[src/soc_config.svh]
`ifndef SOC_CONFIG_SVH
`define SOC_CONFIG_SVH

// Bus widths
`define SOC_DAT_W 16
`define SOC_ADR_W 20  // I/O tag bit on top of a 19-bit word address
`define SOC_SEL_W 2
`define SOC_IRQ_N 8

// Base RAM at memory bytes 0x00000 to 0x007FF
`define RAM_WORDS 1024
`define RAM_BASE  20'h00000
`define RAM_MASK  20'hFFC00  // Tag bit plus word address bits 18:10

// I/O ports compare the tag and the low 15 word address bits only
`define GPIO_BASE  20'h87880  // Ports 0xF100 to 0xF103
`define GPIO_MASK  20'h87FFE

`define TIMER_BASE 20'h80020  // Ports 0x40 to 0x43
`define TIMER_MASK 20'h87FFE

// Reset stretch in clk cycles
`define DEBOUNCE_CYCLES 16

// Vectors returned during acknowledge cycles
`define INT_VEC_BASE 8
`define NMI_VEC      2

`endif
[src/soc_pkg.sv]
package soc_pkg;

`include "soc_config.svh"

  // One tagged bus address word, read two ways by the slaves.
  // Memory slaves index with the full word address, I/O slaves
  // only look at the low port bits and ignore the pad.
  typedef union packed {
    struct packed {
      logic                  io;    // Clear in memory space
      logic [`SOC_ADR_W-2:0] word;  // Byte address divided by 2
    } mem;
    struct packed {
      logic                   io;     // Set in I/O space
      logic [`SOC_ADR_W-17:0] pad;    // Not decoded
      logic [14:0]            port_w; // Port number divided by 2
    } io;
  } bus_addr_u;

endpackage

[src/gpio_leds.sv]
`timescale 1ns/100ps

`include "soc_config.svh"

module gpio_leds (
  input  logic                  clk,
  input  logic                  rst_n_i,
  input  logic                  stb_i,
  input  logic                  we_i,
  input  soc_pkg::bus_addr_u    adr_i,
  input  logic [`SOC_SEL_W-1:0] sel_i,
  input  logic [`SOC_DAT_W-1:0] dat_i,
  input  logic [3:0]            sw_i,
  input  logic                  key_i,
  input  logic                  nmia_i,
  input  logic                  m_ack_i,
  output logic [`SOC_DAT_W-1:0] dat_o,
  output logic                  ack_o,
  output logic [7:0]            leds_o,
  output logic                  nmi_o
);

  logic       sw_port;  // Port 0xF102 selected
  logic [1:0] key_q;
  logic       key_fall;

  assign sw_port  = adr_i.io.port_w[0];
  assign key_fall = key_q[1] & !key_q[0];  // Pushbutton is active low

  always_ff @(posedge clk) begin
    if (!rst_n_i) begin
      ack_o  <= 1'b0;
      leds_o <= '0;
      key_q  <= 2'b11;
      nmi_o  <= 1'b0;
    end else begin
      ack_o <= stb_i & !ack_o;
      if (stb_i && we_i && !ack_o && !sw_port && sel_i[0]) begin
        leds_o <= dat_i[7:0];
      end
      key_q <= {key_q[0], key_i};
      if (key_fall) begin
        nmi_o <= 1'b1;
      end else if (nmia_i && m_ack_i) begin
        nmi_o <= 1'b0;  // NMI served
      end
    end
  end

  // Readback
  always_ff @(posedge clk) begin
    if (sw_port) begin
      dat_o <= `SOC_DAT_W'({key_q[1], sw_i});
    end else begin
      dat_o <= `SOC_DAT_W'(leds_o);
    end
  end

endmodule

[config.mk]
export PLATFORM = sky130hd
export DESIGN_NAME = gpio_leds
export DESIGN_NICKNAME = d
export VERILOG_FILES = /design/src/soc_pkg.sv /design/src/gpio_leds.sv
export VERILOG_INCLUDE_DIRS = /design/src
export SDC_FILE = /design/constraint.sdc
export NUM_CORES = 1
export LEC_CHECK = 0
export BUFFER_PORTS_ARGS = -buffer_cell sky130_fd_sc_hd__buf_4
export CAP_MARGIN = 40
export CORE_MARGIN = 4
export CORE_UTILIZATION = 35
export CTS_BUF_LIST = sky130_fd_sc_hd__clkbuf_4 sky130_fd_sc_hd__clkbuf_8
export CTS_CLUSTER_SIZE = 30
export DETAILED_ROUTE_END_ITERATION = 10
export PLACE_DENSITY = 0.78
export REMOVE_ABC_BUFFERS = 1
export SKIP_CTS_REPAIR_TIMING = 1
export SYNTH_ARGS = -nofsm -noshare
export SYNTH_HDL_FRONTEND = slang
export SYNTH_SLANG_ARGS = --single-unit
[constraint.sdc]
create_clock -name clk -period 1 [get_ports clk]
set_input_delay 0.2 -clock clk [delete_from_list [all_inputs] [get_ports clk]]
set_output_delay 0.2 -clock clk [all_outputs]
set_load 0.05 [all_outputs]
-- After elaboration in Yosys (flattened, before gate mapping)
Index checks and enable logic that the tools add are counted.
Widths: inputs -> output; s select.
- output and inout port bits: 26
- word-level logic and storage cells: 20
- memories: 0
- bits in writable memories: 0
- bits in registers: 28
- bits in read-only memories: 0
- bits in latches: 0
- muxes and demuxes: 3
- divide/modulo/power cells: 0
- add/subtract/negate cells: 0
- reductions and logical operators: 9
- magnitude comparators: 0
- multiply operators: 0
- eq/ne operators: 0
- shifts and indexed selects: 0
- bitwise operators: 2
- operators with widths (cell ; count):
    $logic_and 1x1->1 ; 5
    $mux 5 ; 1
    $logic_not 1->1 ; 3
    $and 1x1->1 ; 2
    $mux 1 ; 2
    $reduce_bool 2->1 ; 1

-- Logic depth before layout (Yosys ltp)
- word-level depth: 4
- mapped depth: 3

-- Worst setup path after synthesis
Ideal clock, no wire load.
- path kind: register to register
- start point: register ack_o
- end point: register leds_o[0]
- clock period less this slack: 1.175 ns
- setup time: 0.123 ns
- arrival time: 1.052 ns
- slack: -0.175 ns
- cell stages (with the launch flop): 4
- cell sequence: dfxtp_1 -> nand4b_4 -> nor2_8 -> mux2i_1
- longest elaborated chain between the ends: 4
- ends and longest elaborated chain (what ; line ; text):
    from (decl) ; gpio_leds.sv:18 ; output logic ack_o,
    from (signal assigned) ; gpio_leds.sv:37 ; ack_o <= stb_i & !ack_o;
    $logic_not 1->1 ; gpio_leds.sv:38 ; if (stb_i && we_i && !ack_o && !sw_port && sel_i[0]) begin
    $logic_and 1x1->1 (3 in series) ; gpio_leds.sv:38 ;
    to (signal assigned) ; gpio_leds.sv:39 ; leds_o <= dat_i[7:0];
    to (decl) ; gpio_leds.sv:19 ; output logic [7:0] leds_o,
No other way between the ends.
A chain may end at the register's enable or synchronous reset.

-- Worst setup path after layout
- start point: register leds_o[0]
- end point: output leds_o[0]
No word-level cell between the ends.

==> impl_results.md <==
- Root buffer cell: clkbuf_4
- Sw power: 0.000457 W
- CP delay by family, top: flip-flops
- Max-slew violation count: 0
- Pleak: 0.556 nW
- Seq/Total Area, Yosys: 51.0%
- Syn_area_per_cell: 10.7 µm²
- Synthesized instance count: 73
- Clock Skew: 0.00827 ns
- WHS Path Cells: 2
- Worst reg2reg setup slack: -0.04 ns
- Final antenna-violating net count: 0
- Hold Crit Class: input port to register
- Wire length on met2: 838 µm
- Area leader, netlist: dfxtp_1
- DRT Pass-1 Iters: 2
- DRC Markers: 0
- FF+latch count, synth: 20
- Max cap viols: 0
- Critical setup path kind: register to output pin
- Post-Syn Area: 785 µm²
- RSZ-0062 raised after global routing: true
- Clk pwr share: 23.1%
- R2R depth: 3
- Vias/cell: 4.35
- Crit-path max FO: 3
- Met1 WL: 677 µm
- GR Overflow Total: 0
- Hold endpoint: key_q[0]
- Worst setup SP type: register
- DIE WIDTH: 55.3 µm
- Initial antenna violation count: 0
- Core Rows: 16
- WP buf/inv: 1
- WL final: 1700 µm
- Top routing layer in use: met4
- Share of layout cells above drive strength 1: 59.8%
- Die Ht: 55.3 µm
- Peak supply drop: 0.000774 V
- Yosys cell types: 13
- Worst-path clk slew: 0.11 ns
- DR iter-0 viols: 2
- Critical-path cell list: buf_6
- First-pass GRT wire length: 2550 µm
- I/O pin count: 75
- Net Sw Frac: 29.2%
- Final #Nets: 163
- Later-pin clock latency in the skew report: 0.29 ns
- Starting density of the core: 38.4%
- Critical Path RT: 0.80 ns
- Sink Count: 20
- # setup viols final: 14
- Synth Warn #: 0
- Fin crit period: 1.05 ns
- H-Tree Depth: 1
- Core Region: 2040 µm²
- Overall routing resource usage: 10.5%
- CP max-delay cell: dfxtp_1
- Largest net degree at the start of global routing: 21
- Die ar.: 3060 µm²
- CTS buffer count: 3
- Outcome: complete, but fails checks
- Power Density: 1300 nW/µm²
- Critical Path End Type: output pin
- Fill cells: 178
- Setup_tns: -0.340 ns
- DR vias: 604
- Wirelength per Cell: 12.3 µm
- Top cell type's share of synthesized area: 51.0%
- PortBufs: 38
- Routed met3 length: 168 µm
- Failing checks: setup timing
- Final hold violation count: 0
- Post-layout util: 58.9%
- Clock buffer depth: 2
- R2R Path Start: ack_o
- Max Clk Rate: 956 MHz
- CP Data Arrival Time: 0.85 ns
- Number of global-route vias before repair: 575
- Final Cycle Share: 105%
- Dpl hpwl: 1270 µm
- Reg-to-Reg End: leds_o[3]
- Sequential share of power: 54.2%
- CTS tree: done
- Synthesis-to-layout area growth: 53.4%
- HP Start: key_i
- Internal power: 0.00111 W
- Gate power share: 22.7%
- CP max stage delay: 0.38 ns
- Ant diodes: 0
- Final worst slack: -0.0462 ns
- GP Congestion: 0.726
- Synth top area cells: dfxtp_1, mux2i_1, buf_4, nand2_1, mux2_2
cell usage after synthesis:
library cell  instances
a21oi_1               1
and3b_2               1
buf_2                 2
buf_4                 9
conb_1                1
dfxtp_1              20
mux2_2                5
mux2i_1               8
nand2_1              17
nand2b_1              2
nand4b_4              1
nor2_8                1
nor2b_1               5
layout by cell type, fill, tap and decap left out, drive strengths merged, types with 2 or more instances in the layout:
cell type / instances
mux2i: 8
nor2b: 5
nand2: 17
mux2: 5
clkbuf: 3
dfxtp: 20
nand2b: 2
buf: 40
conb: 8
how the worst max path moves through the flow:
stage,from,endpoint,slack [ns],cells after the start
2_1_floorplan,ack_o,leds_o[0],-0.17,3
3_3_place_gp,ack_o,leds_o[6],0.02,3
3_5_place_dp,ack_o,leds_o[3],-0.03,3
4_1_cts,leds_o[4],leds_o[4],-0.09,1
5_1_grt,ack_o,leds_o[2],-0.11,3
6_report,leds_o[0],leds_o[0],-0.05,1
sequential cells by signal (all words and copies together), names as in the netlist:
| signal | cells |
|---|---|
| leds_o | 8 |
| dat_o | 8 |
| ack_o | 1 |
| nmi_o | 1 |
| key_q | 2 |
cell type report:
type	instances	area [µm²]	share of cell area, %
Sequential cell	20	420	34.9
Timing Repair Buffer	40	394	32.7
Multi-Input combinational cell	49	333	27.7
Tap cell	27	33.8	2.81
Clock buffer	3	22.5	1.87
through the flow:
stage | worst slack, ns | instances | total power, W | instance area [µm²] | hold slack (ns)
2_1_floorplan | -0.170 | 69 | 0.00106 | 733 | 0.272
3_3_place_gp | 0.0211 | 134 | 0.00119 | 1050 | 0.384
3_5_place_dp | -0.0252 | 134 | 0.00119 | 1050 | 0.403
4_1_cts | -0.0936 | 137 | 0.00154 | 1070 | 0.0895
5_1_grt | -0.114 | 139 | 0.00164 | 1200 | 0.0824
6_report | -0.0462 | 139 | 0.00157 | 1200 | 0.0877
cells by family after synthesis:
kind of cell           Yosys count  share of synthesized area, %
and+or+nand+nor                 27                          20.6
DFF                             20                          51.0
muxes                           13                          17.4
buffers and inverters           11                          9.89
AOI/OAI and AO/OA                1                         0.637
other                            1                         0.478
power groups by stage:
stage               registers (W)  logic (W)  clock network [W]
global route             0.000852   0.000374           0.000412
finish                   0.000848   0.000355           0.000362
CTS                      0.000838   0.000333           0.000370
global placement         0.000855   0.000330                  0
detailed placement       0.000857   0.000333                  0
floorplan                0.000944   0.000115                  0
metal layers:
layer  global-route usage (%)  vias up
met1                     12.2      271
met3                     4.66        4
met4                     5.21        0
met2                     16.4       33
met5                        0        -
li1                         -      296
(Power assumes the default switching activity.)
