### src/soc_config.svh
`ifndef SOC_CONFIG_SVH
`define SOC_CONFIG_SVH

// Bus widths
`define SOC_DAT_W 16
`define SOC_ADR_W 20  // I/O tag bit on top of a 19-bit word address
`define SOC_SEL_W 2
`define SOC_IRQ_N 8

// Base RAM at memory bytes 0x00000 to 0x007FF
`define RAM_WORDS 1024
`define RAM_BASE  20'h00000
`define RAM_MASK  20'hFFC00  // Tag bit plus word address bits 18:10

// I/O ports compare the tag and the low 15 word address bits only
`define GPIO_BASE  20'h87880  // Ports 0xF100 to 0xF103
`define GPIO_MASK  20'h87FFE

`define TIMER_BASE 20'h80020  // Ports 0x40 to 0x43
`define TIMER_MASK 20'h87FFE

// Reset stretch in clk cycles
`define DEBOUNCE_CYCLES 16

// Vectors returned during acknowledge cycles
`define INT_VEC_BASE 8
`define NMI_VEC      2

`endif
### src/int_ctrl.sv
`timescale 1ns/100ps

`include "soc_config.svh"

module int_ctrl (
  input  logic                  clk,
  input  logic                  rst_n_i,
  input  logic [`SOC_IRQ_N-1:0] irq_i,
  input  logic                  inta_i,
  input  logic                  nmia_i,
  input  logic                  m_ack_i,
  input  logic [`SOC_DAT_W-1:0] bus_dat_i,
  output logic                  intr_o,
  output logic [`SOC_DAT_W-1:0] m_dat_o
);

  localparam int IID_W = $clog2(`SOC_IRQ_N);
  localparam int DW    = `SOC_DAT_W;

  logic [`SOC_IRQ_N-1:0] irq_q;
  logic [`SOC_IRQ_N-1:0] pend;
  logic [`SOC_IRQ_N-1:0] served;
  logic [IID_W-1:0]      iid;

  // Lowest pending line has priority
  always_comb begin
    iid = '0;
    for (int i = `SOC_IRQ_N - 1; i >= 0; i--) begin
      if (pend[i]) begin
        iid = IID_W'(i);
      end
    end
  end

  assign served = (inta_i & m_ack_i) ? (`SOC_IRQ_N'(1) << iid) : '0;

  always_ff @(posedge clk) begin
    if (!rst_n_i) begin
      irq_q <= '0;
      pend  <= '0;
    end else begin
      irq_q <= irq_i;
      pend  <= (pend & ~served) | (irq_i & ~irq_q);  // New edge is never lost
    end
  end

  assign intr_o = |pend;

  // Vector substitution on the read path
  assign m_dat_o = nmia_i ? DW'(`NMI_VEC) :
                   inta_i ? DW'(`INT_VEC_BASE) + DW'(iid) :
                   bus_dat_i;

  // Chosen id is pending and no lower line is
  a_iid_pending: assert property (@(posedge clk) disable iff (!rst_n_i)
    intr_o |-> pend[iid] &&
               ((pend & ((`SOC_IRQ_N'(1) << iid) - `SOC_IRQ_N'(1))) == '0));

endmodule

### config.mk
export PLATFORM = sky130hd
export DESIGN_NAME = int_ctrl
export DESIGN_NICKNAME = d
export VERILOG_FILES = /design/src/int_ctrl.sv
export VERILOG_INCLUDE_DIRS = /design/src
export SDC_FILE = /design/constraint.sdc
export NUM_CORES = 1
export LEC_CHECK = 0
export ABC_AREA = 1
export ABC_CLOCK_PERIOD_IN_PS = 2450
export BUFFER_PORTS_ARGS = -buffer_cell sky130_fd_sc_hd__buf_2
export CAP_MARGIN = 20
export CELL_PAD_IN_SITES_DETAIL_PLACEMENT = 0
export CELL_PAD_IN_SITES_GLOBAL_PLACEMENT = 1
export CORE_MARGIN = 2
export CORE_UTILIZATION = 31
export CTS_CLUSTER_SIZE = 40
export DETAILED_ROUTE_END_ITERATION = 12
export PLACE_DENSITY = 0.8
export SLEW_MARGIN = 20
export SYNTH_ARGS = -nofsm -noshare
export SYNTH_HDL_FRONTEND = slang
export SYNTH_SLANG_ARGS = --single-unit
### constraint.sdc
create_clock -name clk -period 2.45 [get_ports clk]
set_input_delay 0.735 -clock clk [delete_from_list [all_inputs] [get_ports clk]]
set_output_delay 0.735 -clock clk [all_outputs]
set_load 0.05 [all_outputs]
# Yosys cells after proc, flatten, opt, wreduce, memory -nomap -nowiden
# Index checks and enable logic that the tools add are counted.
[classes] addsub=1 shift=1 mux=11 bitwise=6 reduce_logical=1
[op_table] cell="two-way mux 16 bit" n=2
[op_table] cell="two-way mux 3 bit" n=8
[op_table] cell="AND 8 bit" n=2
[op_table] cell="NOT 8 bit" n=2
[op_table] cell="two-way mux 8 bit" n=1
[op_table] cell="bitwise OR 8 bit" n=1
[op_table] cell="OR reduction 8 bit" n=1
[op_table] cell="<< shifter 1 x 3 -> 8 bit, first input constant" n=1
[op_table] cell="adder 4 x 3 -> 5 bit, first input constant" n=1
[op_table] cell="AND 1 bit" n=1
[totals] regBits=16 inputBits=29 out_inout_bits=17 wordCells=22

# Logic depth before layout (Yosys ltp)
[depth] depth_word=13 depth_mapped=11 depth_no_buf=11

# Worst setup path after synthesis
# OpenSTA, ideal clock, no wires.
[synth_timing] kind="input -> output" startpoint="input port nmia_i" endpoint="output port m_dat_o[2]" t_arrival_ps=2078 t_required_ps=1715 setup_slack_ps=-363 stages=2 path_buffers=1 path_cell_list="buf_2 -> a211oi_1"
[synth_between] elab_chain_len=1
[synth_rtl] item="start, declared" line_no="int_ctrl.sv:10" text="input logic nmia_i,"
[synth_rtl] item="two-way mux 16 bit" line_no="int_ctrl.sv:50" text="assign m_dat_o = nmia_i ? DW'(`NMI_VEC) :"
[synth_rtl] item="end, declared" line_no="int_ctrl.sv:14" text="output logic [`SOC_DAT_W-1:0] m_dat_o"
# Every way passes these cells.

# Worst setup path in the final report
[layout_timing] startpoint="input port inta_i" endpoint="output port m_dat_o[15]"
[layout_between] elab_chain_len=2
[layout_rtl] item="start, declared" line_no="int_ctrl.sv:9" text="input logic inta_i,"
[layout_rtl] item="two-way mux 16 bit" line_no="int_ctrl.sv:51" text="inta_i ? DW'(`INT_VEC_BASE) + DW'(iid) :"
[layout_rtl] item="two-way mux 16 bit" line_no="int_ctrl.sv:50"
# Every way passes these cells.

==> summary.md <==
| Metric | Value |
|---|---|
| Crit path capture | m_dat_o[15] |
| Crit end category | output port |
| DRT antenna net count | 0 |
| Area leader, netlist | dfxtp_1 |
| Die area | 0.00333 mm² |
| Most used cell along the critical path | buf_2 |
| CP max FO | 12 |
| IO buf count | 45 |
| Worst-case reg-to-reg path depth | 9 |
| Netlist cell types | 22 |
| Global Route Usage Sum | 0.121 |
| Num CTS Buffers | 3 |
| Root Driver | clkbuf_4 |
| Worst-case clock buffer depth | 2 |
| Largest net degree at the start of global routing | 18 |
| Final Hold Viols | 0 |
| PwrDens | 539 mW/mm² |
| Clk sinks | 16 |
| Startpoint types | input pin |
| Skew-Pair Late Insertion Delay | 0.28 ns |
| Slew at the pin closest to its max-slew limit | 0.282 ns |
| Reg clk slew, reported paths | 0.09 ns |
| Core ar. | 0.00276 mm² |
| WS Path Type | input pin to output port |
| Die height | 57.7 µm |
| Worst hold slack | 0.422 ns |
| Wire per inst | 8.86 µm |
| Seq cells post-synth | 16 |
| # diodes | 0 |
| Max Freq | 0.438 GHz |
| Global route overflow | 0 |
| Tot Pwr | 0.633 mW |
| Final wirelength | 1940 µm |
| Cells resized by post-CTS repair | 0 |
| Die Width | 57.7 µm |
| Post-synthesis cell count | 144 |
| Post-DP HPWL | 1590 µm |
| Initial core utilization | 0.324 |
| Leakage | 0.708 nW |
| Vias | 944 |
| Row count | 19 |
| Router iterations before antenna repair | 4 |
| MaxCap Viol Count | 0 |
| Antenna violations before repair | 0 |
| Final min period | 2.28 ns |
| Cts hold-fix bufs | 0 |
| Crit-path cells | buf_2 > inv_1 > buf_4 > nand2_1 > nor2_1 > buf_2 |
| Flop2flop setup slack | 1.26 ns |
| CTS tree | yes |
| First-pass GRT wire length | 3220 µm |
| Dpl cell area | 0.00115 mm² |
| Vias in the first global route | 831 |
| Syn Area/Cell | 6.20 µm² |
| WP buf/inv | 4 |
| Total nets after synthesis | 173 |
| Worst path required time | 1.71 ns |
| Final worst path period share | 0.932 |
| Worst Skew | 0.000441 ns |
| Slew margin rel. | 0.812 |
| Worst r2r src | pend[2] |
| Final TNS setup | 0 ns |
| Fin nets | 219 |
| Final GP Congestion | 0.803 |
| Drt initial violations | 32 |
| Placed cell count | 216 |
| Fin. max-slew vios | 0 |
| Cell Area, Synth | 893 µm² |
| Detailed-route DRC error count | 0 |
| Post-synthesis sequential area ratio | 0.359 |
| Share of layout cells above drive strength 1 | 0.378 |
| Most common cell after layout, fill and taps aside | nand2_1 |
| Crit-path max cell delay | 0.27 ns |
| Hold WC Path Type | flip-flop to flip-flop |
| Postcts setup bufs | 0 |
| RSZ-0062 raised after global routing | no |
| Most frequent cells in the layout | 51 x nand2_1, 44 x buf_2, 19 x inv_1 |
| Setup WS post-layout | 0.167 ns |
| Max VDD drop | 304 µV |
| Pre-CTS setup slack | 0.145 ns |
| Crit path depth | 6 |
| Synth warnings | 0 |
| Util after Layout | 0.426 |
| H-Tree Level Count | 1 |
| Status | complete, no violations |
| Critical path arrival | 1.55 ns |
| Reg2reg end | pend[3] |
| Final setup fails | 0 |
| Synth area leaders | dfxtp_1 36%, nand2_1 21%, inv_1 8.0% |
| Vias per std cell | 4.31 |
| I/O pin cnt | 46 |
| CP startpoint | inta_i |
| Finished Layout Cells | 219 |
| Layout area overhead | 31.5% |
| Delay-heaviest family, CP | buffers and inverters |
| Finished Cell Area | 0.00117 mm² |
| CP max stage cell | buf_2 |
| Yosys top cell area share | 0.359 |
[layout make-up]
class / instances / area [µm²]
multi-input combinational: 100 / 470
sequential: 16 / 320
clock buffer: 3 / 22.5
inverter: 23 / 87.6
timing repair buffer: 46 / 235
tap: 31 / 38.8
fill: 299 / 1580
[cell usage after synthesis (all sizes together)]
master and instances:
o22ai 1, nand4 1, nand2 54, clkinv 1, or2 6, nor2 23, a211oi 1, nor3 1
dfxtp 16, inv 22, buf 3, nand3 10, clkbuf 2, a21oi 2, o21ai 1
[worst min path at each step]
stage / from / endpoint / slack (ns) / depth (start not counted)
floorplan: irq_q[0] / pend[0] / 0.40 / 1
global placement: irq_q[0] / pend[0] / 0.41 / 1
detailed placement: irq_q[0] / pend[0] / 0.41 / 1
CTS: irq_q[0] / pend[0] / 0.43 / 1
global route: irq_q[0] / pend[0] / 0.46 / 1
finish: irq_q[0] / pend[0] / 0.42 / 1
[logic make-up (layout without fill, tap and decap cells)]
logic type	after synthesis	after routing	share of synthesized area
AND/OR/NAND/NOR	95	95	0.485
buffers and inverters	28	72	0.125
flip-flops	16	16	0.359
AO/OA/AOI/OAI	5	5	0.0322
[metal layers]
| layer | up-vias | routed length [µm] | GRT usage | part of all wire |
|---|---|---|---|---|
| li1 | 516 | - | - | - |
| met1 | 385 | 872 | 0.147 | 0.45 |
| met2 | 39 | 851 | 0.209 | 0.44 |
| met3 | 4 | 191 | 0.0179 | 0.098 |
| met4 | 0 | 26 | 0.0565 | 0.013 |
| met5 | - | 0 | 0 | 0 |
[registers in the layout (all words and copies together) (netlist names)]
signal / cells
pend: 8
irq_q: 8
[worst reg2reg max path, cell delays in order, from the launching register on]
cell     delay [ns]
dfxtp_1        0.34
inv_1          0.06
nand2_1        0.13
inv_1          0.08
nand2_1        0.08
nand3_2        0.11
nor2_2         0.13
nand2_1        0.06
nand3_1        0.07
nand2_1        0.05
[report_power, final]
group / switching [mW] / internal, mW / leakage (nW) / total (mW)
clock: 0.0781 / 0.0571 / 0.0138 / 0.135
sequential: 0.0113 / 0.280 / 0.134 / 0.292
combinational: 0.140 / 0.0662 / 0.561 / 0.206
total: 0.229 / 0.404 / 0.708 / 0.633
No activity file was read; power rests on OpenSTA's default activity.
