===== config.mk =====
export PLATFORM = sky130hd
export DESIGN_NAME = bus_decoder
export DESIGN_NICKNAME = d
export VERILOG_FILES = /design/src/soc_pkg.sv /design/src/bus_decoder.sv
export VERILOG_INCLUDE_DIRS = /design/src
export SDC_FILE = /design/constraint.sdc
export NUM_CORES = 1
export LEC_CHECK = 0
export ABC_CLOCK_PERIOD_IN_PS = 1760
export BUFFER_PORTS_ARGS = -buffer_cell sky130_fd_sc_hd__buf_2
export CORE_MARGIN = 10
export CORE_UTILIZATION = 25
export CTS_CLUSTER_DIAMETER = 200
export DETAILED_ROUTE_END_ITERATION = 8
export HOLD_SLACK_MARGIN = 0.02
export PLACE_DENSITY = 0.82
export SLEW_MARGIN = 20
export SYNTH_ARGS = -nofsm -noshare
export SYNTH_HDL_FRONTEND = slang
export SYNTH_SLANG_ARGS = --single-unit
export TNS_END_PERCENT = 5

===== constraint.sdc =====
create_clock -name clk -period 1.76 [get_ports clk]
set_input_delay 0.088 -clock clk [delete_from_list [all_inputs] [get_ports clk]]
set_output_delay 0.088 -clock clk [all_outputs]
set_load 0.01 [all_outputs]

===== src/soc_config.svh =====
`ifndef SOC_CONFIG_SVH
`define SOC_CONFIG_SVH

// Bus widths
`define SOC_DAT_W 16
`define SOC_ADR_W 20  // I/O tag bit on top of a 19-bit word address
`define SOC_SEL_W 2
`define SOC_IRQ_N 8

// Base RAM at memory bytes 0x00000 to 0x007FF
`define RAM_WORDS 1024
`define RAM_BASE  20'h00000
`define RAM_MASK  20'hFFC00  // Tag bit plus word address bits 18:10

// I/O ports compare the tag and the low 15 word address bits only
`define GPIO_BASE  20'h87880  // Ports 0xF100 to 0xF103
`define GPIO_MASK  20'h87FFE

`define TIMER_BASE 20'h80020  // Ports 0x40 to 0x43
`define TIMER_MASK 20'h87FFE

// Reset stretch in clk cycles
`define DEBOUNCE_CYCLES 16

// Vectors returned during acknowledge cycles
`define INT_VEC_BASE 8
`define NMI_VEC      2

`endif

===== src/soc_pkg.sv =====
package soc_pkg;

`include "soc_config.svh"

  // One tagged bus address word, read two ways by the slaves.
  // Memory slaves index with the full word address, I/O slaves
  // only look at the low port bits and ignore the pad.
  typedef union packed {
    struct packed {
      logic                  io;    // Clear in memory space
      logic [`SOC_ADR_W-2:0] word;  // Byte address divided by 2
    } mem;
    struct packed {
      logic                   io;     // Set in I/O space
      logic [`SOC_ADR_W-17:0] pad;    // Not decoded
      logic [14:0]            port_w; // Port number divided by 2
    } io;
  } bus_addr_u;

endpackage


===== src/bus_decoder.sv =====
`timescale 1ns/100ps

`include "soc_config.svh"

module bus_decoder (
  input  logic                  clk,
  input  logic                  rst_n_i,
  input  logic                  m_cyc_i,
  input  logic                  m_stb_i,
  input  soc_pkg::bus_addr_u    m_adr_i,
  input  logic                  ram_ack_i,
  input  logic [`SOC_DAT_W-1:0] ram_dat_i,
  input  logic                  gpio_ack_i,
  input  logic [`SOC_DAT_W-1:0] gpio_dat_i,
  input  logic                  tmr_ack_i,
  input  logic [`SOC_DAT_W-1:0] tmr_dat_i,
  output logic                  ram_stb_o,
  output logic                  gpio_stb_o,
  output logic                  tmr_stb_o,
  output logic                  m_ack_o,
  output logic [`SOC_DAT_W-1:0] bus_dat_o
);

  logic req;
  logic gpio_hit;
  logic tmr_hit;
  logic ram_hit;
  logic def_hit;
  logic def_ack;

  assign req = m_cyc_i & m_stb_i;

  // Each slave matches on its own base and mask
  assign gpio_hit = ((m_adr_i & `GPIO_MASK) == `GPIO_BASE);
  assign tmr_hit  = ((m_adr_i & `TIMER_MASK) == `TIMER_BASE);
  assign ram_hit  = ((m_adr_i & `RAM_MASK) == `RAM_BASE);
  assign def_hit  = !(gpio_hit | tmr_hit | ram_hit);

  assign ram_stb_o  = req & ram_hit;
  assign gpio_stb_o = req & gpio_hit;
  assign tmr_stb_o  = req & tmr_hit;

  // Default slave acks anything unmapped with zero data
  always_ff @(posedge clk) begin
    if (!rst_n_i) begin
      def_ack <= 1'b0;
    end else begin
      def_ack <= req & def_hit & !def_ack;
    end
  end

  assign m_ack_o = ram_ack_i | gpio_ack_i | tmr_ack_i | def_ack;

  // Return data follows the address held by the master
  always_comb begin
    if (ram_hit) begin
      bus_dat_o = ram_dat_i;
    end else if (gpio_hit) begin
      bus_dat_o = gpio_dat_i;
    end else if (tmr_hit) begin
      bus_dat_o = tmr_dat_i;
    end else begin
      bus_dat_o = '0;
    end
  end

  // Overlapping windows in the map would raise two strobes
  a_one_stb: assert property (@(posedge clk) disable iff (!rst_n_i)
    $onehot0({ram_stb_o, gpio_stb_o, tmr_stb_o}));

  // Every ack, from any slave, answers a request seen one edge earlier
  a_ack_after_req: assert property (@(posedge clk) disable iff (!rst_n_i)
    m_ack_o |-> $past(req));

endmodule


# After elaboration in Yosys (flattened, before gate mapping)
# Cells that the tools add are included.
# totals
regBits	1
latchBits	0
ram_bits	0
mem_bits_ro	0
input_bits	75
memories	0
# classes
n_addsub	0
multipliers	0
div	0
n_lt_le_gt_ge	0
eq_ne	2
n_shift	0
mux	3
bitwise	11
n_reduce_logical	3
# op_table
cell	n
2-to-1 mux 16 bit	3
equality test 15 bit, second input constant	2
zero test 20 bit	1
AND 1 bit	6
OR 1 bit	5
zero test 1 bit	2

# Longest topological paths before layout
# logic_depth
ltp_word	6
ltp_mapped	6

# Worst setup path after synthesis
# Ideal clock, no wire load.
# synth_timing
kind	input port to output port
startpoint	input m_adr_i[1] in the netlist's numbering
endpoint	output gpio_stb_o
t_arrival_ns	1.507
t_required_ns	1.672
setup_slack_ns	0.165
path_stages	6
path_cell_list	or4_4 -> nor4b_4 -> and4bb_1 -> buf_6 -> buf_12 -> and3_1
# synth_via
elab_chain_len	2
# synth_lines
item	line	rtl
from (decl)	bus_decoder.sv:10	input soc_pkg::bus_addr_u m_adr_i,
equality test 15 bit (no source line)	-	
AND 1 bit	bus_decoder.sv:40	assign gpio_stb_o = req & gpio_hit;
to (decl)	bus_decoder.sv:18	output logic gpio_stb_o,
# No other way between the ends.

# Worst setup path in the final report
# layout_timing
startpoint	input m_adr_i[1] in the netlist's numbering
endpoint	output bus_dat_o[2]
# layout_via
elab_chain_len	4
word_cells_on_any_way	5
# layout_lines
item	line	rtl
equality test 15 bit (no source line)	-	
2-to-1 mux 16 bit	bus_decoder.sv:60	end else if (tmr_hit) begin
2-to-1 mux 16 bit (*)	bus_decoder.sv:58	end else if (gpio_hit) begin
2-to-1 mux 16 bit (*)	bus_decoder.sv:56	if (ram_hit) begin
to (decl)	bus_decoder.sv:21	output logic [`SOC_DAT_W-1:0] bus_dat_o
# Mark *: on every way between the ends. The rest lies on a longest branch, timed or not.

==> results.md <==
* Status: finished with violations
* Failing checks: negative setup slack
* Tcrit/Tclk final at 1.04
* GPL Wtd Cong at 0.729
* Largest Register: def_ack
* Row count at 16
* Fin util at 0.546
* Via-per-instance ratio at 4.85
* Initial antenna violation count at 0
* GRT Total Usage at 0.131
* Ports at 95
* Final WS setup at -0.0685 ns
* Worst vdd rail ir drop at 87.0 uV
* Clk_skew at 0 ns
* CP Data Required Time at 1.67 ns
* Top FF cell, synth: dfxtp_1
* Ranking of synthesized cells by instance count: and2_0 (14), a221o_2 (13), and3_1 (5), nor2_1 (3), nor4_1 (3)
* Count leader, synth: and2_0
* Pwr Total at 0.121 mW
* Synth-to-layout area growth at 111%
* Least-Margin Pin Slew at 0.371 ns
* CP bufs+invs at 3
* Final antenna-violating net count at 0
* IO buf count at 93
* Core ar. at 1940 um^2
* Critical path fanouts, max at 7
* Drt drc at 0
* Min Tclk post-route at 1.83 ns
* Worst skew pair latency at 0 ns
* Crit path max-delay cell type: or4_4
* Worst reg2reg path depth at 2
* RSZ-0062 raised after global routing: yes
* Pre-CTS setup slack at -0.0968 ns
* Share of cells above drive strength 1 at 0.762
* WL final at 3.04 mm
* Overflow after GRT at 0
* Hold Buf Count CTS at 0
* DP HPWL at 2.82 mm
* Fmax at 0.547 GHz
* Post-synth EDFFs at 0
* Die ar. at 4210 um^2
* Yosys reg bits at 1
* Syn Area/Cell at 8.67 um^2
* Worst path depth at 7
* Synth Warn # at 0
* ANT cells at 0
* Initial core utilization at 0.259
* Final net count at 228
* Max-cap violations at 0
* Critical path class: primary input to output pin
* R2R setup slack at 1.07 ns
* Wire per inst at 17.1 um
* Slew Viols, Final at 0
* Startpoint Class: primary input
* DIE WIDTH at 64.9 um
* Top cell type's share of synthesized area at 0.291
* Iter 0 DRT Violations at 12
* Hold Path Class: primary input to register
* Most area-hungry cell type in the Yosys netlist: a221o_2
* DR pass1 iterations at 4
* Via count at 863
* Netlist cell types at 21
* Worst Hold End: def_ack
* Net Count, Synth at 133
* Cell count after synthesis at 58
* Post-Layout Cell Count at 178
* FFs w/ async S/R, synth at 0
* Cell total after placement at 178
* Max reg flops at 1
* Leakage at 0.608 nW
* Final setup viols at 16
* CP cell instances: buf_6 -> or4_4 -> nor4b_4 -> and4bb_2 -> buf_4 -> a221o_2 -> buf_2
* Die Y at 64.9 um
* Register area share after synthesis at 0.0398
* Top post-synthesis cells by area: a221o_2 (29%), and2_0 (17%), and3_1 (6.2%)
* Final Hold Viols at 0
* R2R Path End: def_ack
* Setup crit end kind: output pin
* Vias in the first global route at 980
* Slowest stage delay, CP at 0.54 ns
* Synth Cell Area at 503 um^2
* Max-slew headroom at 0.751
* RR Startpoint: def_ack
* Clock slew at reported path FFs at 0 ns
* Critical path's top delay family: simple AND/OR/NAND/NOR gates
* Leading registers by flop count: def_ack x1
* Hold depth at 3
* CP arrival at 1.74 ns
* PwrDens at 114 nW/um^2
* Pin count of the biggest net entering global routing at 12
* First-pass GRT wire length at 4.63 mm
* Worst Min Path Start: rst_n_i
stage by stage:
step,instance area [um^2],TNS (ns),hold WS [ns]
4_1_cts,1060,-0.884,0.370
3_5_place_dp,1010,-1.23,0.365
6_report,1060,-0.602,0.366
2_1_floorplan,503,0,0.237
3_3_place_gp,1010,-0.355,0.356
5_1_grt,1060,-1.64,0.396
report_power, final:
| part | switching [mW] | internal [mW] | total (mW) |
|---|---|---|---|
| logic | 0.0316 | 0.0651 | 0.0967 |
| registers | 0.000289 | 0.0241 | 0.0244 |
| clock network | 0 | 0 | 0 |
cells in the final DEF (no fill, tap or decap):
master / count
a221o_1: 2
nand2_1: 1
a22o_1: 1
and2_1: 1
nor4_1: 3
a221o_2: 13
buf_6: 7
nor4b_4: 1
buf_12: 2
a32o_1: 1
buf_4: 5
and3_1: 5
nor2_1: 3
and2_0: 14
dfxtp_1: 1
buf_2: 85
and3b_1: 1
or4_4: 1
or4_1: 1
and4bb_2: 1
nand4b_1: 2
worst reg2reg max path: stages (launching register included):
cell and delay (ns):
dfxtp_1 0.28, nand4b_1 0.16, nor4_1 0.15
per-layer routing:
| metal | global-route usage | routed length [um] | vias up |
|---|---|---|---|
| met4 | 0 | 0 | 0 |
| met2 | 0.255 | 1560 | 65 |
| met3 | 0.0808 | 497 | 0 |
| met1 | 0.120 | 988 | 369 |
| li1 | - | - | 429 |
| met5 | 0 | 0 | - |
kinds of logic (layout without fill, tap and decap cells):
| logic type | after synthesis | after routing | synth area share |
|---|---|---|---|
| AOI/OAI and AO/OA | 17 | 17 | 0.368 |
| DFF | 1 | 1 | 0.0398 |
| buffers and inverters | 6 | 99 | 0.114 |
| and+or+nand+nor | 34 | 34 | 0.478 |
cell type report:
cell class,count,area [um^2]
Fill cell,191,881
Timing Repair Buffer,99,582
Multi-Input combinational cell,51,425
Tap cell,27,33.8
Sequential cell,1,20.0
worst max-delay path by stage:
stage	start	endpoint
6_report	m_adr_i[1]	bus_dat_o[2]
5_1_grt	m_adr_i[1]	bus_dat_o[2]
4_1_cts	m_adr_i[1]	bus_dat_o[2]
3_5_place_dp	m_adr_i[1]	bus_dat_o[2]
3_3_place_gp	m_adr_i[1]	bus_dat_o[0]
2_1_floorplan	m_adr_i[1]	gpio_stb_o
timing repair:
| action | in CTS | in global routing |
|---|---|---|
| pin swaps | 8 | 1 |
| setup buffers | 0 | 0 |
| resized for setup | 10 | 0 |
| endpoints found under the setup margin | 17 | 17 |
Power figures use the tool's default switching activity.
