`config.mk`:
```
export PLATFORM = sky130hd
export DESIGN_NAME = tick_timer
export DESIGN_NICKNAME = d
export VERILOG_FILES = /design/src/soc_pkg.sv /design/src/tick_timer.sv
export VERILOG_INCLUDE_DIRS = /design/src
export SDC_FILE = /design/constraint.sdc
export NUM_CORES = 1
export LEC_CHECK = 0
export BUFFER_PORTS_ARGS = -buffer_cell sky130_fd_sc_hd__buf_2
export CORE_MARGIN = 2
export CORE_UTILIZATION = 57
export CTS_CLUSTER_DIAMETER = 200
export DETAILED_ROUTE_END_ITERATION = 7
export GPL_TIMING_DRIVEN = 0
export PLACE_DENSITY = 0.93
export SLEW_MARGIN = 30
export SYNTH_ARGS = -nofsm -noshare
export SYNTH_HDL_FRONTEND = slang
export SYNTH_SLANG_ARGS = --single-unit
export TNS_END_PERCENT = 20
```
`constraint.sdc`:
```
create_clock -name clk -period 6.25 [get_ports clk]
set_input_delay 0.3125 -clock clk [delete_from_list [all_inputs] [get_ports clk]]
set_output_delay 0.3125 -clock clk [all_outputs]
set_load 0.01 [all_outputs]
```
`src/soc_config.svh`:
```
`ifndef SOC_CONFIG_SVH
`define SOC_CONFIG_SVH

// Bus widths
`define SOC_DAT_W 16
`define SOC_ADR_W 20  // I/O tag bit on top of a 19-bit word address
`define SOC_SEL_W 2
`define SOC_IRQ_N 8

// Base RAM at memory bytes 0x00000 to 0x007FF
`define RAM_WORDS 1024
`define RAM_BASE  20'h00000
`define RAM_MASK  20'hFFC00  // Tag bit plus word address bits 18:10

// I/O ports compare the tag and the low 15 word address bits only
`define GPIO_BASE  20'h87880  // Ports 0xF100 to 0xF103
`define GPIO_MASK  20'h87FFE

`define TIMER_BASE 20'h80020  // Ports 0x40 to 0x43
`define TIMER_MASK 20'h87FFE

// Reset stretch in clk cycles
`define DEBOUNCE_CYCLES 16

// Vectors returned during acknowledge cycles
`define INT_VEC_BASE 8
`define NMI_VEC      2

`endif
```
`src/soc_pkg.sv`:
```
package soc_pkg;

`include "soc_config.svh"

  // One tagged bus address word, read two ways by the slaves.
  // Memory slaves index with the full word address, I/O slaves
  // only look at the low port bits and ignore the pad.
  typedef union packed {
    struct packed {
      logic                  io;    // Clear in memory space
      logic [`SOC_ADR_W-2:0] word;  // Byte address divided by 2
    } mem;
    struct packed {
      logic                   io;     // Set in I/O space
      logic [`SOC_ADR_W-17:0] pad;    // Not decoded
      logic [14:0]            port_w; // Port number divided by 2
    } io;
  } bus_addr_u;

endpackage

```
`src/tick_timer.sv`:
```
`timescale 1ns/100ps

`include "soc_config.svh"

module tick_timer (
  input  logic                  clk,
  input  logic                  rst_n_i,
  input  logic                  stb_i,
  input  logic                  we_i,
  input  soc_pkg::bus_addr_u    adr_i,
  input  logic [`SOC_SEL_W-1:0] sel_i,
  input  logic [`SOC_DAT_W-1:0] dat_i,
  output logic [`SOC_DAT_W-1:0] dat_o,
  output logic                  ack_o,
  output logic                  tick_o
);

  logic                  cnt_port;  // Port 0x42 selected
  logic                  wr_reload;
  logic [`SOC_DAT_W-1:0] reload;
  logic [`SOC_DAT_W-1:0] new_reload;
  logic [`SOC_DAT_W-1:0] cnt;

  assign cnt_port  = adr_i.io.port_w[0];
  assign wr_reload = stb_i & we_i & !ack_o & !cnt_port;

  // Byte-merged reload value
  always_comb begin
    new_reload = reload;
    for (int b = 0; b < `SOC_SEL_W; b++) begin
      if (sel_i[b]) begin
        new_reload[8*b +: 8] = dat_i[8*b +: 8];
      end
    end
  end

  always_ff @(posedge clk) begin
    if (!rst_n_i) begin
      ack_o  <= 1'b0;
      reload <= '0;
      cnt    <= '0;
      tick_o <= 1'b0;
    end else begin
      ack_o <= stb_i & !ack_o;
      if (wr_reload) begin
        reload <= new_reload;
        cnt    <= new_reload;  // Restart from the new period
        tick_o <= 1'b0;
      end else if (reload != '0) begin
        if (cnt <= `SOC_DAT_W'(1)) begin
          cnt    <= reload;
          tick_o <= 1'b1;
        end else begin
          cnt    <= cnt - 1'b1;
          tick_o <= 1'b0;
        end
      end else begin
        tick_o <= 1'b0;  // Stopped
      end
    end
  end

  always_ff @(posedge clk) begin
    dat_o <= cnt_port ? cnt : reload;
  end

endmodule

```
After elaboration in Yosys (flattened, before gate mapping)
Cells that the tools add are included.
{"block": "totals", "out_inout_bits": 18, "word_cells": 25, "inputBits": 42, "register_bits": 50}
{"block": "op_classes", "muxes": 7, "order_cmp": 1, "add_sub_neg": 1, "bitwise_logic": 6, "reduce_logical": 5}
{"operator": "16-bit two-way mux", "n": 4}
{"operator": "16-bit by 1-bit <= comparator with 1-bit output, second input constant", "n": 1}
{"operator": "8-bit two-way mux", "n": 2}
{"operator": "16-bit nonzero test", "n": 1}
{"operator": "16-bit by 1-bit subtractor with 16-bit output, second input constant", "n": 1}
{"operator": "1-bit bitwise AND", "n": 4}
{"operator": "3-bit OR reduction", "n": 1}
{"operator": "1-bit logical NOT", "n": 2}
{"operator": "1-bit NOT", "n": 2}
{"operator": "2-bit nonzero test", "n": 1}
{"operator": "1-bit two-way mux", "n": 1}

Longest topological paths before layout
Gate-level depths: netlist of the first run.
{"block": "depth", "word_depth": 4, "depth_mapped": 7, "ltp_nobuf": 7}

Worst setup path after synthesis of the first run
Ideal clock, no wire load.
{"block": "synth_path", "path_kind": "reg2reg", "startpoint": "register cnt[5]", "endpoint": "register cnt[7]", "setup_ns": 0.137, "period_less_slack_ns": 2.301, "required_time_ns": 6.113, "arrival_ns": 2.164, "path_stages_with_launch": 7, "path_slack_ns": 3.949, "n_path_buf": 1, "cell_sequence": "dfxtp_1 > or4_1 > buf_2 > or4_4 > or4_1 > a31oi_1 > a211oi_1"}
{"block": "synth_via", "elab_chain_len": 4, "elab_cells_between_ends": 5, "cone_classes": "1 x add/sub; 1 x order compare; 3 x mux"}
{"item": "start, declared", "line_no": "tick_timer.sv:22", "rtl": "logic [`SOC_DAT_W-1:0] cnt;"}
{"item": "start signal, assigned", "line_no": "tick_timer.sv:47", "rtl": "cnt <= new_reload;"}
{"item": "start signal, assigned", "line_no": "tick_timer.sv:51", "rtl": "cnt <= reload;"}
{"item": "start signal, assigned", "line_no": "tick_timer.sv:54", "rtl": "cnt <= cnt - 1'b1;"}
{"item": "16-bit by 1-bit subtractor with 16-bit output or 16-bit by 1-bit <= comparator with 1-bit output (tied branches)", "line_no": "tick_timer.sv:54, tick_timer.sv:50"}
{"item": "16-bit two-way mux *", "line_no": "tick_timer.sv:50", "rtl": "if (cnt <= `SOC_DAT_W'(1)) begin"}
{"item": "16-bit two-way mux *", "line_no": "tick_timer.sv:49", "rtl": "end else if (reload != '0) begin"}
{"item": "16-bit two-way mux *", "line_no": "tick_timer.sv:45", "rtl": "if (wr_reload) begin"}
Mark *: on every way between the ends. The rest lies on a longest branch, timed or not. The select of a mux whose other input is x is not followed.
A chain may end at the register's enable or synchronous reset.

Worst setup path in the final report of the first run
{"block": "layout_path", "startpoint": "register cnt[5]", "endpoint": "register cnt[11]"}
Same word-level chain as after synthesis.

==> results.py, run 1 <==
metrics = {
    "status": {
        "status": "finished, final reports clean",
    },
    "cts": {
        "path_clk_slew_ps": 90,
        "ctsResizeCount": 0,
        "clk_latency_ps": 300,
        "cts_setup_buffers": 0,
        "cts.sinks": 50,
        "clockRootBuffer": "clkbuf_8",
        "cts_hold_buf": 0,
        "cts_made_buffers": 5,
        "ctsLongestPathBuffers": 2,
        "cts_tree": "yes",
        "htree_levels": 2,
    },
    "timing": {
        "hold_viol": 0,
        "timing.hold.ws_ps": 255,
        "setup_ws_ps": 3570,
        "fin_setup_tns_ps": 0,
        "setup_viol": 0,
        "fin_crit_ps": 2680,
        "fin_crit_sh": 0.429,
        "report.final.slew_viol_count": 0,
        "max_freq_mhz": 373,
        "tightestPinTransition_ps": 625,
        "final.setup_skew_ps": 4.59,
        "rsz0062_at_grt": "no",
        "max_slew_margin": 0.583,
    },
    "setup_path": {
        "critPathCaptureType": "flop",
        "critical_path.max_fanout": 10,
        "critPathKind": "reg -> reg",
        "required_ps": 6470,
        "arrival_ps": 2900,
        "startpoint_type": "flop",
    },
    "layout": {
        "nNetsFinal": 384,
        "diodes": 0,
        "fillers": 332,
        "multiInputGateArea_mm2": 0.00142,
        "final_cell_mix": "dfxtp_1 (50), buf_2 (38), nand2_1 (37)",
        "fin_area_mm2": 0.00286,
        "final_common_cell": "dfxtp_1",
        "area.growth.synth_to_final_pct": 13.6,
        "layout-drive-gt1-share": 0.217,
        "register_area_mm2": 0.00100,
    },
    "routing": {
        "drtIter0Drc": 426,
        "wl_um": 6880,
        "first_pass_iters": 7,
        "viasPerCell": 6.46,
        "antenna_left": 0,
        "drc": 0,
        "vias": 2538,
        "post_drt_wl_per_cell_um": 17.5,
    },
    "placed_design": {
        "pre_cts_slack_ps": 3630,
        "gp_congestion": 0.926,
        "place_area_mm2": 0.00277,
        "io_buffer_count": 37,
        "hpwlAfterDp_um": 4910,
    },
    "die": {
        "dieArea_mm2": 0.00497,
        "die_w_um": 70.5,
        "initial_core_util": 0.587,
        "io_pins": 60,
        "coreArea_mm2": 0.00429,
        "row_count": 24,
        "chipHeight_um": 70.5,
    },
    "logic_synthesis": {
        "synth_area_leaders": "dfxtp_1 (40%), mux2_2 (10%), nand2_1 (5.5%)",
        "yosysSeqAreaShare": 0.397,
        "ys.flop_type": "dfxtp_1",
        "synth_cell_type_count": 47,
        "syn_avg_cell_area_um2": 8.51,
        "ys_seq_elements": 50,
        "syn_inst": 296,
        "netlist.area_leader.share": 0.397,
        "syn_area_mm2": 0.00252,
        "synth_top_area_cell": "dfxtp_1",
        "synth-edff-count": 0,
        "syn_nets": 340,
        "ys.warnings.count": 0,
        "synthArstFlopShare": 0,
    },
    "power": {
        "pwr-share-seq": 0.380,
        "power.density_mw_per_mm2": 400,
        "clkPwrFrac": 0.169,
        "swShare": 0.409,
        "switchingPower_mw": 0.469,
        "combPwrFrac": 0.451,
        "p_leak_nw": 1.15,
        "internal-power_mw": 0.676,
        "ir_worst_vdd_v": 0.000185,
    },
    "grt": {
        "grt_pass1_vias": 2342,
        "grt_max_degree": 15,
        "grt_pass1_wl_um": 11500,
        "overflow": 0,
        "antenna_found_initial": 0,
        "grt_usage": 0.287,
    },
    "hold_path": {
        "worstHoldPathType": "in -> reg",
    },
    "job": {
        "drv_cap": 0,
    },
}
-- power groups by stage --
stage	combinational [mW]	clock, mW	sequential, mW
2_1_floorplan	0.371	0	0.433
6_report	0.516	0.194	0.435
3_3_place_gp	0.489	0	0.435
5_1_grt	0.558	0.211	0.442
4_1_cts	0.500	0.197	0.431
3_5_place_dp	0.495	0	0.439
-- cells in the mapped netlist (2+ instances only) --
library cell,n
clkbuf_1,18
a31oi_1,3
nand3_1,14
a21oi_1,25
o311a_1,3
or4_1,4
a221oi_1,3
o21a_1,3
o211ai_1,2
inv_1,4
xnor2_1,2
nor3b_1,2
o21ai_0,22
mux2_2,23
nor4_1,12
nor3_1,7
dfxtp_1,50
xor2_1,3
nand2_1,37
ha_1,2
o32ai_1,2
nor2_1,20
mux2i_1,7
a211oi_1,4
or3_1,2
-- per-stage QoR --
stage,power [mW],utilization,instances
final,1.15,0.666,393
after floorplan,0.804,-,296
after global placement,0.923,0.645,385
after CTS,1.13,0.666,393
after global routing,1.21,0.666,393
after detailed placement,0.933,0.645,385
-- kinds of logic after synthesis --
| group | count (synthesis) | synth area share |
|---|---|---|
| buffers and inverters | 25 | 0.0407 |
| adders and majority gates | 2 | 0.00993 |
| xor gates and xnor gates | 5 | 0.0174 |
| muxes | 30 | 0.131 |
| and+or+nand+nor | 109 | 0.220 |
| DFF | 50 | 0.397 |
| AOI/OAI and AO/OA | 75 | 0.184 |
-- final cells by class --
class | instances | share of cell area
Clock buffer | 7 | 0.0302
Multi-Input combinational cell | 221 | 0.495
Inverter | 4 | 0.00525
Clock inverter | 1 | 0.00175
Buffer | 21 | 0.0306
Tap cell | 52 | 0.0227
Timing Repair Buffer | 37 | 0.0647
Sequential cell | 50 | 0.350
-- worst max-delay path: stages, from the launching register on --
cell and delay, ps:
dfxtp_1 370, or4_1 540, buf_2 190, nor4_2 470, nand2_1 240, clkbuf_1 330, mux2i_1 210, a211oi_1 240
-- final timing paths --
| path | startpoint | end | slack (ps) | cells after the start |
|---|---|---|---|---|
| min reg2reg | reload[12]$_SDFFE_PN0P_ | reload[12]$_SDFFE_PN0P_ | 510 | 2 |
| min | dat_i[2] | reload[2]$_SDFFE_PN0P_ | 260 | 3 |
| max reg2reg | cnt[5]$_SDFFE_PN0P_ | cnt[11]$_SDFFE_PN0P_ | 3570 | 7 |
| max | cnt[5]$_SDFFE_PN0P_ | cnt[11]$_SDFFE_PN0P_ | 3570 | 7 |
-- state kept, by name (all words and copies together), names as in the netlist --
signal / count
ack_o: 1
cnt: 16
dat_o: 16
reload: 16
tick_o: 1
-- metal layers --
metal	part of all wire	track usage
met4	0.026	0.0791
met2	0.45	0.430
met1	0.40	0.406
met3	0.13	0.0779
met5	0	0
Power figures use the tool's default switching activity.
==> inputs of run 2 (changes only) <==
--- a/config.mk
+++ b/config.mk
@@ -8,11 +8,11 @@
 export LEC_CHECK = 0
 export BUFFER_PORTS_ARGS = -buffer_cell sky130_fd_sc_hd__buf_2
 export CORE_MARGIN = 2
-export CORE_UTILIZATION = 57
+export CORE_UTILIZATION = 53
 export CTS_CLUSTER_DIAMETER = 200
 export DETAILED_ROUTE_END_ITERATION = 7
 export GPL_TIMING_DRIVEN = 0
-export PLACE_DENSITY = 0.93
+export PLACE_DENSITY = 0.88
 export SLEW_MARGIN = 30
 export SYNTH_ARGS = -nofsm -noshare
 export SYNTH_HDL_FRONTEND = slang
==> constraint.sdc (replaced) <==
create_clock -name clk -period 2.5 [get_ports clk]
set_input_delay 0.125 -clock clk [delete_from_list [all_inputs] [get_ports clk]]
set_output_delay 0.125 -clock clk [all_outputs]
set_load 0.01 [all_outputs]
==> run 2 against run 1 <==
Net effect: critical path depth fell by 1; final cell count rose by 0.76%; clock power rose to 2.9 times the previous value; routed wire length rose by 3.3%; global-route usage fell by 0.97 points; count of clock-buffer cells in the layout did not move; clock skew rose by 5.9 ps; largest cell class unchanged.
==> results.py, run 2 (same netlist as run 1, synthesis figures left out) <==
metrics = {
    "setup_path": {
        "slowest_stage": "or4_4",
        "critPathKind": "reg -> reg",
        "required_ps": 2670,
        "critical_path.max_fanout": 8,
        "reg2reg_from": "cnt[5]$_SDFFE_PN0P_",
        "reg2reg_to": "cnt[7]$_SDFFE_PN0P_",
        "cpMostUsedCell": "or4_4",
        "startpoint": "cnt[5]$_SDFFE_PN0P_",
        "critPathCaptureType": "flop",
        "slowest_delay_ps": 540,
        "arrival_ps": 2610,
        "reg2reg_depth": 6,
        "path_cells": "or4_4, buf_6, or4_4, or4_1, a31oi_1, a211oi_1",
        "startpoint_type": "flop",
        "reg2reg_slack_ps": 50,
        "critPathCapture": "cnt[7]$_SDFFE_PN0P_",
    },
    "cts": {
        "cts_made_buffers": 5,
        "clk_latency_ps": 310,
        "clockRootBuffer": "clkbuf_8",
        "path_clk_slew_ps": 90,
        "cts_tree": "yes",
        "cts.sinks": 50,
        "ctsLongestPathBuffers": 2,
        "cts_hold_buf": 0,
        "htree_levels": 2,
    },
    "timing": {
        "max_freq_mhz": 409,
        "fin_crit_sh": 0.978,
        "setup_ws_ps": 54.0,
        "setup_viol": 0,
        "hold_viol": 0,
        "max_slew_margin": 0.588,
        "tightestPinTransition_ps": 613,
        "report.final.slew_viol_count": 0,
        "final.setup_skew_ps": 10.5,
        "fin_crit_ps": 2450,
    },
    "layout": {
        "fillers": 408,
        "layout-drive-gt1-share": 0.240,
        "final_cell_mix": "dfxtp_1 (48), nand2_1 (37), buf_2 (37)",
        "area.growth.synth_to_final_pct": 15.9,
        "largest_registers": "cnt: 16 flops, dat_o: 16 flops, reload: 16 flops",
        "diodes": 0,
        "nNetsFinal": 385,
        "final_common_cell": "dfxtp_1",
    },
    "routing": {
        "post_drt_wl_per_cell_um": 17.9,
        "viasPerCell": 6.39,
        "vias": 2529,
        "first_pass_iters": 6,
        "drc": 0,
        "wl_um": 7110,
        "antenna_left": 0,
        "drtIter0Drc": 337,
    },
    "placed_design": {
        "pre_cts_slack_ps": -237,
        "gp_congestion": 0.934,
        "hpwlAfterDp_um": 4870,
        "io_buffer_count": 37,
    },
    "die": {
        "die_w_um": 73.0,
        "initial_core_util": 0.541,
        "row_count": 25,
        "io_pins": 60,
        "dieArea_mm2": 0.00532,
        "coreArea_mm2": 0.00466,
        "chipHeight_um": 73.0,
    },
    "grt": {
        "grt_pass1_wl_um": 11300,
        "grt_pass1_vias": 2288,
        "grt_usage": 0.277,
        "grt_max_degree": 15,
        "overflow": 0,
        "antenna_found_initial": 0,
    },
    "power": {
        "power.density_mw_per_mm2": 1040,
        "p_leak_nw": 1.16,
        "p_total_mw": 3.05,
        "ir_worst_vdd_v": 0.000493,
    },
    "hold_path": {
        "worstHoldPathType": "in -> reg",
    },
    "status": {
        "status": "finished, final reports clean",
    },
    "job": {
        "drv_cap": 0,
    },
}
==> run 2: changes by cell type in the layout (fill, tap and decap cells not counted), sizes merged <==
cell	delta
buf	+1
bufinv	+1
clkinv	-1
==> run 2: worst max-delay path: cells and delay by family (launching register included) <==
kind                   cells  cell delay [ps]
and+or+nand+nor            3             1580
AOI/OAI and AO/OA          2              220
buffers and inverters      1              150
DFF                        1              350
==> run 2: how the worst min path moves through the flow <==
stage | start | to | slack, ps | cells past startpoint
after floorplan | dat_i[2] | reload[2]$_SDFFE_PN0P_ | 260 | 2
after global placement | dat_i[5] | reload[5]$_SDFFE_PN0P_ | 380 | 3
after detailed placement | dat_i[5] | reload[5]$_SDFFE_PN0P_ | 380 | 3
after CTS | dat_i[5] | reload[5]$_SDFFE_PN0P_ | 60 | 3
after global routing | dat_i[1] | reload[1]$_SDFFE_PN0P_ | 70 | 3
final | dat_i[4] | reload[4]$_SDFFE_PN0P_ | 60 | 3
==> run 2: per-layer routing <==
| metal | vias to the layer above | part of all wire | GRT usage |
|---|---|---|---|
| met1 | 1150 | 0.42 | 0.393 |
| met3 | 21 | 0.11 | 0.0456 |
| met4 | 0 | 0.026 | 0.111 |
| li1 | 1183 | - | - |
| met2 | 175 | 0.44 | 0.419 |
| met5 | - | 0 | 0 |
==> run 2: timing repair <==
action / CTS / global route
pin swaps: 0 / 1
buffers inserted: 0 / 1
gates resized for setup: 3 / 11
hold endpoints to repair: 0 / 0
setup endpoints to repair: 12 / 14
cloned: 0 / 0
==> run 2: power by group <==
group	switching, mW	internal [mW]	leakage [nW]
logic	0.800	0.595	0.703
clock network	0.269	0.300	0.0524
registers	0.151	0.937	0.409
total	1.22	1.83	1.16
==> run 2: per-stage QoR <==
| step | cells | setup TNS (ps) | util | hold WS, ps | instance area (µm²) |
|---|---|---|---|---|---|
| after CTS | 395 | 0 | 0.620 | 56.7 | 2890 |
| after global routing | 396 | -23.6 | 0.627 | 66.7 | 2920 |
| final | 396 | 0 | 0.627 | 60.7 | 2920 |
| after detailed placement | 387 | -1740 | 0.595 | 383 | 2770 |
| after floorplan | 296 | 0 | - | 261 | 2520 |
| after global placement | 387 | -892 | 0.595 | 379 | 2770 |
==> run 2: final cells by class <==
type / count / area (µm²) / share of cell area
inverter: 4 / 15.0 / 0.00514
sequential: 50 / 1000 / 0.343
multi-input combinational: 221 / 1440 / 0.493
clock buffer: 7 / 76.3 / 0.0261
timing repair buffer: 38 / 193 / 0.0660
tap: 54 / 67.6 / 0.0231
buffer: 21 / 96.3 / 0.0330
clock inverter: 1 / 30.0 / 0.0103
